==> config.mk <==
export PLATFORM = sky130hd
export DESIGN_NAME = cpuCtrlUnit
export DESIGN_NICKNAME = d
export VERILOG_FILES = /design/src/cpuCtrlPkg.sv /design/src/ctrlStepIf.sv /design/src/instrSequencer.sv /design/src/ctrlWordDecoder.sv /design/src/cpuCtrlUnit.sv
export SDC_FILE = /design/constraint.sdc
export NUM_CORES = 1
export LEC_CHECK = 0
export BUFFER_PORTS_ARGS = -buffer_cell sky130_fd_sc_hd__buf_4
export CAP_MARGIN = 5
export CORE_MARGIN = 5
export CORE_UTILIZATION = 45
export DETAILED_ROUTE_END_ITERATION = 8
export PLACE_DENSITY = 0.77
export REMOVE_ABC_BUFFERS = 1
export SYNTH_ARGS = -nofsm -noshare
export SYNTH_HDL_FRONTEND = slang
export SYNTH_SLANG_ARGS = --single-unit
==> constraint.sdc <==
create_clock -name clk -period 3.32 [get_ports clk]
set_clock_uncertainty 0.2 [all_clocks]
set_input_delay 0.664 -clock clk [delete_from_list [all_inputs] [get_ports clk]]
set_output_delay 0.664 -clock clk [all_outputs]
set_load 0.02 [all_outputs]
==> src/cpuCtrlPkg.sv <==
////////////////////////////////////////
// CPU control unit types
////////////////////////////////////////
`default_nettype none

package cpuCtrlPkg;

    typedef logic [31:0] irWord_t;

    localparam int opcodeMsb = 31;
    localparam int opcodeLsb = 27;

    typedef enum logic [4:0] {
        opLd   = 5'd0,  opLdi  = 5'd1,  opSt   = 5'd2,  opAdd  = 5'd3,
        opSub  = 5'd4,  opAnd  = 5'd5,  opOr   = 5'd6,  opShr  = 5'd7,
        opShra = 5'd8,  opShl  = 5'd9,  opRor  = 5'd10, opRol  = 5'd11,
        opAddi = 5'd12, opAndi = 5'd13, opOri  = 5'd14, opMul  = 5'd15,
        opDiv  = 5'd16, opNeg  = 5'd17, opNot  = 5'd18, opBr   = 5'd19,
        opJr   = 5'd20, opJal  = 5'd21, opIn   = 5'd22, opOut  = 5'd23,
        opMfhi = 5'd24, opMflo = 5'd25
    } irOpcode_t;

    typedef enum logic [4:0] {
        aluNop  = 5'd0,  aluAdd = 5'd1,  aluSub = 5'd2,  aluMul = 5'd3,
        aluDiv  = 5'd4,  aluShr = 5'd5,  aluShl = 5'd6,  aluShra = 5'd7,
        aluRor  = 5'd8,  aluRol = 5'd9,  aluAnd = 5'd10, aluOr  = 5'd11,
        aluNeg  = 5'd12, aluNot = 5'd15
    } aluOp_t;

    typedef enum logic [3:0] {
        clsRegAlu, clsMulDiv, clsUnary, clsImmAlu, clsLoad, clsLoadImm,
        clsStore, clsBranch, clsJumpReg, clsJumpLink, clsMoveHi, clsMoveLo,
        clsPortIn, clsPortOut, clsNop
    } instrClass_t;

    // Steps 0..2 fetch, 3..7 execute
    typedef logic [2:0] stepIdx_t;

    typedef struct packed {
        logic read;      logic write;     logic baOut;     logic rIn;
        logic rOut;      logic gra;       logic grb;       logic grc;
        logic connIn;    logic marIn;     logic mdrIn;     logic hiIn;
        logic loIn;      logic yIn;       logic zIn;       logic pcIn;
        logic irIn;      logic incPc;     logic outPortIn; logic hiOut;
        logic loOut;     logic zLowOut;   logic zHighOut;  logic mdrOut;
        logic cOut;      logic inPortOut; logic pcOut;
        aluOp_t aluOp;
    } ctrlWord_t;

    function automatic stepIdx_t lastStep(instrClass_t cls);
        case (cls)
            clsRegAlu, clsUnary, clsImmAlu, clsLoadImm: return 3'd5;
            clsMulDiv, clsBranch:                       return 3'd6;
            clsLoad, clsStore:                          return 3'd7;
            default:                                    return 3'd3;
        endcase
    endfunction

    function automatic instrClass_t classOf(irOpcode_t op);
        case (op)
            opAdd, opSub, opAnd, opOr, opShl, opShr, opShra, opRor, opRol:
                return clsRegAlu;
            opMul, opDiv:           return clsMulDiv;
            opNeg, opNot:           return clsUnary;
            opAddi, opAndi, opOri:  return clsImmAlu;
            opLd:                   return clsLoad;
            opLdi:                  return clsLoadImm;
            opSt:                   return clsStore;
            opBr:                   return clsBranch;
            opJr:                   return clsJumpReg;
            opJal:                  return clsJumpLink;
            opMfhi:                 return clsMoveHi;
            opMflo:                 return clsMoveLo;
            opIn:                   return clsPortIn;
            opOut:                  return clsPortOut;
            // Codes 26..31 run as a one-step nop
            default:                return clsNop;
        endcase
    endfunction

    function automatic aluOp_t aluOpOf(irOpcode_t op);
        case (op)
            opAdd, opAddi:  return aluAdd;
            opSub:          return aluSub;
            opAnd, opAndi:  return aluAnd;
            opOr, opOri:    return aluOr;
            opShr:          return aluShr;
            opShra:         return aluShra;
            opShl:          return aluShl;
            opRor:          return aluRor;
            opRol:          return aluRol;
            opMul:          return aluMul;
            opDiv:          return aluDiv;
            opNeg:          return aluNeg;
            opNot:          return aluNot;
            default:        return aluNop;
        endcase
    endfunction

endpackage

`default_nettype wire

==> src/ctrlStepIf.sv <==
////////////////////////////////////////
// Sequencer state bus
////////////////////////////////////////
`timescale 1ns/1ps
`default_nettype none

interface ctrlStepIf;
    import cpuCtrlPkg::*;

    stepIdx_t    step;
    irOpcode_t   opcode;
    instrClass_t instrClass;
    logic        initStep;
    logic        halted;

    modport seq (
        output step, opcode, instrClass, initStep, halted
    );

    modport dec (
        input step, opcode, instrClass, initStep, halted
    );

endinterface

`default_nettype wire

==> src/instrSequencer.sv <==
////////////////////////////////////////
// Instruction step sequencer
////////////////////////////////////////
`timescale 1ns/1ps
`default_nettype none

module instrSequencer (
    input  logic               clk,
    input  logic               reset,
    input  logic               stop,
    input  cpuCtrlPkg::irWord_t irData,
    ctrlStepIf.seq             stepBus
);
    import cpuCtrlPkg::*;

    stepIdx_t    stepReg;
    stepIdx_t    savedStep;
    stepIdx_t    nextStep;
    stepIdx_t    advStep;
    irOpcode_t   opcodeReg;
    irOpcode_t   irOpcode;
    instrClass_t classReg;
    logic        initReg;
    logic        haltedReg;
    logic        fetchEnd;

    assign irOpcode = irOpcode_t'(irData[opcodeMsb:opcodeLsb]);

    // Edge ending fetch step 2 latches even when stop is high
    assign fetchEnd = !haltedReg && !initReg && (stepReg == 3'd2);

    // lastStep is never below 3, so fetch steps always just count up
    always_comb begin
        if (stepReg == lastStep(classReg)) begin
            advStep = 3'd0;
        end else begin
            advStep = stepReg + 3'd1;
        end
    end

    // Step the unit would enter at this edge without a stop
    always_comb begin
        if (haltedReg) begin
            nextStep = savedStep;
        end else if (initReg) begin
            nextStep = 3'd0;
        end else begin
            nextStep = advStep;
        end
    end

    always_ff @(posedge clk or posedge reset) begin
        if (reset) begin
            stepReg   <= 3'd0;
            savedStep <= 3'd0;
            initReg   <= 1'b1;
            haltedReg <= 1'b0;
        end else begin
            initReg <= 1'b0;
            if (stop) begin
                haltedReg <= 1'b1;
                savedStep <= nextStep;
            end else begin
                haltedReg <= 1'b0;
                stepReg   <= nextStep;
            end
        end
    end

    always_ff @(posedge clk or posedge reset) begin
        if (reset) begin
            classReg <= clsNop;
        end else if (fetchEnd) begin
            classReg <= classOf(irOpcode);
        end
    end

    // Opcode latched at the end of fetch
    always_ff @(posedge clk) begin
        if (fetchEnd) begin
            opcodeReg <= irOpcode;
        end
    end

    assign stepBus.step       = stepReg;
    assign stepBus.opcode     = opcodeReg;
    assign stepBus.instrClass = classReg;
    assign stepBus.initStep   = initReg;
    assign stepBus.halted     = haltedReg;

endmodule

`default_nettype wire

==> src/ctrlWordDecoder.sv <==
////////////////////////////////////////
// Control word decoder
////////////////////////////////////////
`timescale 1ns/1ps
`default_nettype none

module ctrlWordDecoder (
    ctrlStepIf.dec                stepBus,
    output cpuCtrlPkg::ctrlWord_t ctrl,
    output logic                  run,
    output logic                  clr
);
    import cpuCtrlPkg::*;

    aluOp_t opAlu;

    assign opAlu = aluOpOf(stepBus.opcode);
    assign run   = !stepBus.halted;
    assign clr   = stepBus.initStep;

    always_comb begin
        ctrl       = '0;
        ctrl.aluOp = aluNop;
        if (!stepBus.halted && !stepBus.initStep) begin
            case (stepBus.step)
                3'd0: begin
                    ctrl.pcOut = 1'b1;
                    ctrl.marIn = 1'b1;
                    ctrl.zIn   = 1'b1;
                    ctrl.incPc = 1'b1;
                end
                3'd1: begin
                    ctrl.zLowOut = 1'b1;
                    ctrl.pcIn    = 1'b1;
                    ctrl.read    = 1'b1;
                    ctrl.mdrIn   = 1'b1;
                end
                3'd2: begin
                    ctrl.mdrOut = 1'b1;
                    ctrl.irIn   = 1'b1;
                end
                default: begin
                    case (stepBus.instrClass)
                        clsRegAlu, clsUnary, clsImmAlu, clsMulDiv: begin
                            case (stepBus.step)
                                3'd3: begin
                                    ctrl.grb = 1'b1;
                                    ctrl.yIn = 1'b1;
                                end
                                3'd4: begin
                                    ctrl.zIn   = 1'b1;
                                    ctrl.aluOp = opAlu;
                                    ctrl.cOut  = (stepBus.instrClass == clsImmAlu);
                                    // Second operand from register c
                                    ctrl.grc   = (stepBus.instrClass == clsRegAlu) ||
                                                 (stepBus.instrClass == clsMulDiv);
                                    ctrl.rOut  = ctrl.grc;
                                end
                                3'd5: begin
                                    ctrl.zLowOut = 1'b1;
                                    ctrl.loIn    = (stepBus.instrClass == clsMulDiv);
                                    ctrl.gra     = !ctrl.loIn;
                                    ctrl.rIn     = !ctrl.loIn;
                                end
                                3'd6: begin
                                    ctrl.zHighOut = 1'b1;
                                    ctrl.hiIn     = 1'b1;
                                end
                                default: ;
                            endcase
                        end
                        clsLoad, clsLoadImm, clsStore: begin
                            case (stepBus.step)
                                3'd3: begin
                                    ctrl.grb   = 1'b1;
                                    ctrl.baOut = 1'b1;
                                    ctrl.yIn   = 1'b1;
                                end
                                3'd4: begin
                                    ctrl.zIn   = 1'b1;
                                    ctrl.cOut  = 1'b1;
                                    ctrl.aluOp = aluAdd;
                                end
                                3'd5: begin
                                    ctrl.zLowOut = 1'b1;
                                    ctrl.marIn   = (stepBus.instrClass != clsLoadImm);
                                    ctrl.gra     = (stepBus.instrClass == clsLoadImm);
                                    ctrl.rIn     = (stepBus.instrClass == clsLoadImm);
                                end
                                3'd6: begin
                                    ctrl.mdrIn = 1'b1;
                                    ctrl.read  = (stepBus.instrClass == clsLoad);
                                    ctrl.write = (stepBus.instrClass == clsStore);
                                    ctrl.rOut  = ctrl.write;
                                    ctrl.gra   = ctrl.write;
                                end
                                3'd7: begin
                                    // Store idles here for write recovery
                                    ctrl.mdrOut = (stepBus.instrClass == clsLoad);
                                    ctrl.gra    = ctrl.mdrOut;
                                    ctrl.rIn    = ctrl.mdrOut;
                                end
                                default: ;
                            endcase
                        end
                        clsBranch: begin
                            case (stepBus.step)
                                3'd3: begin
                                    ctrl.gra    = 1'b1;
                                    ctrl.rOut   = 1'b1;
                                    ctrl.connIn = 1'b1;
                                end
                                3'd4: begin
                                    ctrl.pcOut = 1'b1;
                                    ctrl.yIn   = 1'b1;
                                end
                                3'd5: begin
                                    ctrl.cOut  = 1'b1;
                                    ctrl.zIn   = 1'b1;
                                    ctrl.aluOp = aluAdd;
                                end
                                3'd6: begin
                                    ctrl.zLowOut = 1'b1;
                                    ctrl.pcIn    = 1'b1;
                                end
                                default: ;
                            endcase
                        end
                        default: begin
                            // Single-step classes all run in step 3
                            ctrl.gra       = (stepBus.instrClass != clsNop);
                            ctrl.pcIn      = (stepBus.instrClass == clsJumpReg);
                            ctrl.pcOut     = (stepBus.instrClass == clsJumpLink);
                            ctrl.hiOut     = (stepBus.instrClass == clsMoveHi);
                            ctrl.loOut     = (stepBus.instrClass == clsMoveLo);
                            ctrl.inPortOut = (stepBus.instrClass == clsPortIn);
                            ctrl.outPortIn = (stepBus.instrClass == clsPortOut);
                            ctrl.rOut      = ctrl.pcIn || ctrl.outPortIn;
                            ctrl.rIn       = ctrl.pcOut || ctrl.hiOut || ctrl.loOut ||
                                             ctrl.inPortOut;
                        end
                    endcase
                end
            endcase
        end
    end

endmodule

`default_nettype wire

==> src/cpuCtrlUnit.sv <==
////////////////////////////////////////
// CPU control unit top
////////////////////////////////////////
`timescale 1ns/1ps
`default_nettype none

module cpuCtrlUnit (
    input  logic        clk,
    input  logic        reset,
    input  logic        stop,
    input  logic [31:0] irData,
    output logic        run,
    output logic        clr,
    output logic        read,
    output logic        write,
    output logic        baOut,
    output logic        rIn,
    output logic        rOut,
    output logic        gra,
    output logic        grb,
    output logic        grc,
    output logic        connIn,
    output logic        marIn,
    output logic        mdrIn,
    output logic        hiIn,
    output logic        loIn,
    output logic        yIn,
    output logic        zIn,
    output logic        pcIn,
    output logic        irIn,
    output logic        incPc,
    output logic        outPortIn,
    output logic        hiOut,
    output logic        loOut,
    output logic        zLowOut,
    output logic        zHighOut,
    output logic        mdrOut,
    output logic        cOut,
    output logic        inPortOut,
    output logic        pcOut,
    output logic [4:0]  aluOp
);
    import cpuCtrlPkg::*;

    ctrlWord_t ctrl;

    ctrlStepIf stepBus ();

    instrSequencer uSequencer (
        .clk     (clk),
        .reset   (reset),
        .stop    (stop),
        .irData  (irData),
        .stepBus (stepBus.seq)
    );

    ctrlWordDecoder uDecoder (
        .stepBus (stepBus.dec),
        .ctrl    (ctrl),
        .run     (run),
        .clr     (clr)
    );

    // Flatten control word onto the datapath pins
    assign read      = ctrl.read;
    assign write     = ctrl.write;
    assign baOut     = ctrl.baOut;
    assign rIn       = ctrl.rIn;
    assign rOut      = ctrl.rOut;
    assign gra       = ctrl.gra;
    assign grb       = ctrl.grb;
    assign grc       = ctrl.grc;
    assign connIn    = ctrl.connIn;
    assign marIn     = ctrl.marIn;
    assign mdrIn     = ctrl.mdrIn;
    assign hiIn      = ctrl.hiIn;
    assign loIn      = ctrl.loIn;
    assign yIn       = ctrl.yIn;
    assign zIn       = ctrl.zIn;
    assign pcIn      = ctrl.pcIn;
    assign irIn      = ctrl.irIn;
    assign incPc     = ctrl.incPc;
    assign outPortIn = ctrl.outPortIn;
    assign hiOut     = ctrl.hiOut;
    assign loOut     = ctrl.loOut;
    assign zLowOut   = ctrl.zLowOut;
    assign zHighOut  = ctrl.zHighOut;
    assign mdrOut    = ctrl.mdrOut;
    assign cOut      = ctrl.cOut;
    assign inPortOut = ctrl.inPortOut;
    assign pcOut     = ctrl.pcOut;
    assign aluOp     = ctrl.aluOp;

endmodule

`default_nettype wire

Yosys cells after proc, flatten, opt, wreduce, memory -nomap -nowiden. Memory sizes are Yosys's and may differ from the RTL's. A register that Yosys moved wholly into a read port is not among the register bits. Cells that the tools add are included.

Add/subtract/negate cells: 1. Reductions and logical operators: 20. Multiplexer cells: 59. Equality and inequality tests: 23.

Operators with widths (number): 2-to-1 mux 32 bit (1); equality test 4 bit (second input constant) (6); 2-to-1 mux 3 bit (8); one-hot mux 1 bit (2 select lines) (12); 2-to-1 mux 1 bit (23); equality test 4 x 3 -> 1 bit (second input constant) (4); 2-to-1 mux 5 bit (3); one-hot mux 5 bit (3 select lines) (1); equality test 3 bit (second input constant) (4); 2-to-1 mux 2 bit (5); one-hot mux 1 bit (3 select lines) (3); equality test 4 x 2 -> 1 bit (second input constant) (2); 2-to-1 mux 8 bit (1); OR reduction 8 bit (1); OR reduction 7 bit (1); equality test 3 x 2 -> 1 bit (second input constant) (2); one-hot mux 2 bit (3 select lines) (1); OR reduction 2 bit (3); OR reduction 3 bit (2); logical OR 1 bit (5); equality test 4 x 1 -> 1 bit (second input constant) (1); logical NOT 4 bit (1); inequality test 4 x 3 -> 1 bit (second input constant) (1); inequality test 4 bit (second input constant) (1); 8 further kinds (11).

Output and inout bits: 34. Logic and storage cells: 111. Input bits: 35. Register bits: 13. Memories: 3. Bits in read-only memories: 272.

Memory list: (no name shown) (words 32, bits a word 4, rd ports 1, clocked after memory_dff 1, write ports 0, line cpuCtrlPkg.sv:82) `case (op)`; (no name shown) (words 32, bits a word 4, rd ports 1, clocked after memory_dff 1, write ports 0, line cpuCtrlPkg.sv:60) `case (op)`; (no name shown) (words 8, bits a word 2, rd ports 1, clocked after memory_dff 0, write ports 0, line cpuCtrlPkg.sv:51) `case (cls)`.

Logic depth before layout (Yosys ltp).
Word-level depth: 7. Gate-level depth with buffers: 12. Gate-level depth less buffers: 10.

Modules after synthesis. From an unflattened synthesis, not the netlist that was laid out.

Cells, all modules: 229. Area total of the unflattened synthesis: 1854.3 µm².

Modules (own cells, without submodules): instrSequencer (area each 934.6 µm², cells an instance 91, instances 1, sequential area each 455.4 µm²); ctrlWordDecoder (area each 919.6 µm², cells an instance 138, instances 1, sequential area each 0.0 µm²).

Worst setup path after synthesis. OpenSTA, ideal clock, no wires.

Path kind: register -> output. From: register uSequencer.stepReg[0], in the netlist uSequencer.stepBus.step[0]. To: output hiOut. Stages on the path, launching flop included: 8. Arrival: 2028 ps. Path slack: 428 ps. Data required time: 2456 ps. Buffers on the path: 2. Cells stage by stage: dfrtp_1 -> inv_1 -> ha_1 -> clkbuf_1 -> nor3_1 -> o21ai_0 -> clkbuf_1 -> nor4_1.

Word-level cells in the longest chain between the ends: 4. Elaborated cells between the ends (all ways): 6. Classes of those cells: 2 x eq/ne; 2 x mux; 2 x reduce/logical.

RTL lines: start, declared (line instrSequencer.sv:16) `stepIdx_t stepReg;`; start signal, assigned (line instrSequencer.sv:65) `stepReg <= nextStep;`; equality test 3 x 1 -> 1 bit, or another cell as far along (line ctrlWordDecoder.sv:25) `case (stepBus.step)`; OR reduction 3 bit (no line) *; 2-to-1 mux 3 bit * (line ctrlWordDecoder.sv:25); 2-to-1 mux 32 bit * (line ctrlWordDecoder.sv:24) `if (!stepBus.halted && !stepBus.initStep) begin`; end, declared (line cpuCtrlUnit.sv:33) `output logic hiOut,`.

Every way passes the cells marked *; elsewhere a longest branch is shown, timed or not.

Worst setup path after layout.
From: register uSequencer.stepReg[0], in the netlist uSequencer.stepBus.step[0]. To: output gra.

Word-level cells in the longest chain between the ends: 5. Elaborated cells between the ends (all ways): 14. Classes of those cells: 6 x eq/ne; 6 x mux; 2 x reduce/logical.

RTL lines: equality test 3 bit, or another cell as far along (line ctrlWordDecoder.sv:73) `case (stepBus.step)`; one-hot mux 1 bit (3 select lines), or another cell as far along (line ctrlWordDecoder.sv:73); one-hot mux 2 bit (3 select lines) (line ctrlWordDecoder.sv:43) `case (stepBus.instrClass)`; 2-to-1 mux 8 bit * (line ctrlWordDecoder.sv:25); 2-to-1 mux 32 bit * (line ctrlWordDecoder.sv:24); end, declared (line cpuCtrlUnit.sv:19) `output logic gra,`.

Marked as above.

==> results.toml <==
[outcome]
status = "completed"

[detailed_routing]
met2_length_um = 2116
ant_nets = 0
first_pass_iters = 4
wire_per_inst_um = 13.46
drt-initial-drc-count = 147
viasPerCell = 5.500
wirelength_um = 4523
drcViolationCount = 0
met3WireLength_um = 324
vias = 1848
dr.max_layer_used = "met4"
met1_length_um = 2031

[floorplan]
io_pins = 69
core_area_mm2 = 0.004294
die_x_um = 76.11
rows = 24
die-height_um = 76.11
initial_core_util_pct = 45.80
die-area_mm2 = 0.005793

[timing]
rsz0062_at_grt = "false"
fin_tns_setup_ns = 0
relSlewSlack_pct = 53.61
worstMarginPinSlew_ns = 0.6959
finalMaxSlewViolations = 0
setup_viol = 0
post-route-period-util_pct = 90.09
hold_viol_final = 0
max_freq_ghz = 0.3343
fin_crit_ns = 2.991

[clock_network]
cts_hold_buf = 0
htree_levels = 1
clock_path_buffers = 2
clk_pin_slew_ns = 0.07
root_buffer = "clkbuf_8"
post-cts-setup-buffer-count = 0
cts_resized = 0
cts_buffers = 3
cts.sinks = 21
clock_latency_ns = 0.26
cts_tree = "built"

[grt]
track_usage_pct = 14.94
grt_max_degree = 25
grt_pass1_vias = 1698
antenna_found_initial = 0
grt_pass1_wl_um = 7562
grt_overflow = 0

[layout]
stdcell_area_mm2 = 0.002307
synthToLayoutAreaGrowth_pct = 17.30
fin_util_pct = 53.73
num-fill-cells = 429
instances_no_fill = 336
antennaDiodeCount = 0
drive_above_1_share_pct = 22.89
final_nets = 334

[critical_path]
start_kind = "flop"
cp_max_fo = 8
critical_path.top_delay_family = "flip-flops"
cp_slowest_cell = "dfrtp_2"
critPathArrivalTime_ns = 2.13
crit_path_cell_trace = "inv_1 -> ha_1 -> and2_0 -> mux2i_1 -> nand2_1 -> o211ai_1 -> a211oi_1 -> buf_4"
critPathCaptureType = "primary output"
required_ns = 2.46
crit_path_max_incr_delay_ns = 0.46
worstSetupPathType = "flop to primary output"
cp_num_buf_inv = 2

[pwr]
switchingPower_mw = 0.5038
internal_power_mw = 0.6105
sw_frac_of_total_pct = 45.21
peakVddDrop_uv = 303.1
p_leak_nw = 0.9836
combinationalPowerShare_pct = 43.4
power.density_mw_per_mm2 = 483.0
power_frac_seq_pct = 42.0
pwr-share-clk_pct = 14.6

[logic_synthesis]
syn_avg_cell_area_um2 = 7.683
synthCells = 256
synth_warnings = 0
synthTopCellsByCount = "nand2_1, nor2_1, inv_1, o21ai_0, a21oi_1"
synth-async-reset-ratio_pct = 57.14
synth_edf_count = 5
synth_top_cell_area_share_pct = 10.18
yosysMostFrequentCell = "nand2_1"
yosysUniqueCellTypes = 57
ys_seq_area_share_pct = 27.23
syn-cell-area_mm2 = 0.001967
ys_ff_latch = 21
synth_area_leaders = "dfrtp_1, ha_1, edfxtp_1"
synth_top_area_cell = "dfrtp_1"
synth-main-ff-cell = "dfrtp_1"

[min_path]
min_path_type = "input pin to asynchronous set/reset pin"

[job]
max_cap_viol_count = 0

[placed_design]
dpl_cell_area_mm2 = 0.002260
gp_congestion = 0.8542
port_buffers = 40
dp_hpwl_um = 3401
dp.cells = 332
==> final timing paths <==
check	slack, ns	from	depth (start not counted)	endpoint
max	0.33	uSequencer.stepBus.step[0]	8	gra
min	0.21	reset	2	uSequencer.stepBus.step[1]
max reg2reg	0.56	uSequencer.stepBus.step[0]	8	uDecoder.opAlu[0]
min reg2reg	0.30	uSequencer.savedStep[0]	2	uSequencer.savedStep[0]
max in group asynchronous	2.37	reset	2	uSequencer.stepBus.initStep
min in group clk	0.30	uSequencer.savedStep[0]	2	uSequencer.savedStep[0]
==> stage by stage <==
step                      hold WS (ns)  total power [mW]  setup slack, ns
final                           0.2135             1.114           0.3289
after CTS                       0.2293             1.117           0.1634
after detailed placement        0.2769            0.9502           0.4623
after floorplan                 0.2495            0.7875           0.1160
after global placement          0.2654            0.9378           0.4455
after global routing            0.2561             1.203          0.08295
==> final cells by class <==
type,instances,area (um^2),area share (%)
sequential,21,536.8,23.26
clock buffer,3,41.29,1.790
inverter,19,71.32,3.091
multi-input combinational,195,1250,54.18
tap,52,65.06,2.820
clock inverter,1,5.005,0.2169
timing repair buffer,45,337.8,14.64
==> cells by family (layout without fill, tap and decap cells) <==
group	Yosys count	in the layout	share of synthesized area, %
AO/OA/AOI/OAI	56	56	18.51
XOR/XNOR	3	3	1.336
adder cells (fa/ha/maj)	14	14	8.906
buffers and inverters	41	68	9.414
flip-flops	21	21	27.23
multiplexers	11	11	6.043
other	1	2	0.1907
AND/OR/NAND/NOR	109	109	28.37
==> layer usage <==
layer	vias to the layer above	track usage (%)
met5	-	0
met1	835	19.45
met4	0	5.769
met3	4	2.719
li1	948	-
met2	61	24.40
==> flip-flops by register name (all words and copies together), names as in the netlist <==
name and cells:
uSequencer.stepBus.halted 1, uSequencer.stepBus.instrClass 4, uSequencer.savedStep 3, uSequencer.stepBus.initStep 1
uSequencer.stepBus.step 3, uDecoder.opAlu 4, uSequencer.stepBus.opcode 5
==> placed cells by master (no fill, tap or decap), drive strengths merged, types with 5 or more instances in the layout <==
cell type   n
buf        45
nand2      33
nor2       25
inv        19
o21ai      18
a21oi      16
ha         14
nor3        8
nand3       8
dfrtp       8
mux2i       7
nor2b       6
o211ai      6
nor4        5
edfxtp      5
==> power by group through the flow <==
stage,logic [mW],registers (mW),clock network (mW)
floorplan,0.356,0.431,0
global placement,0.470,0.468,0
detailed placement,0.480,0.470,0
CTS,0.482,0.465,0.169
global route,0.538,0.486,0.178
finish,0.483,0.468,0.163
Power figures use the tool's default switching activity.
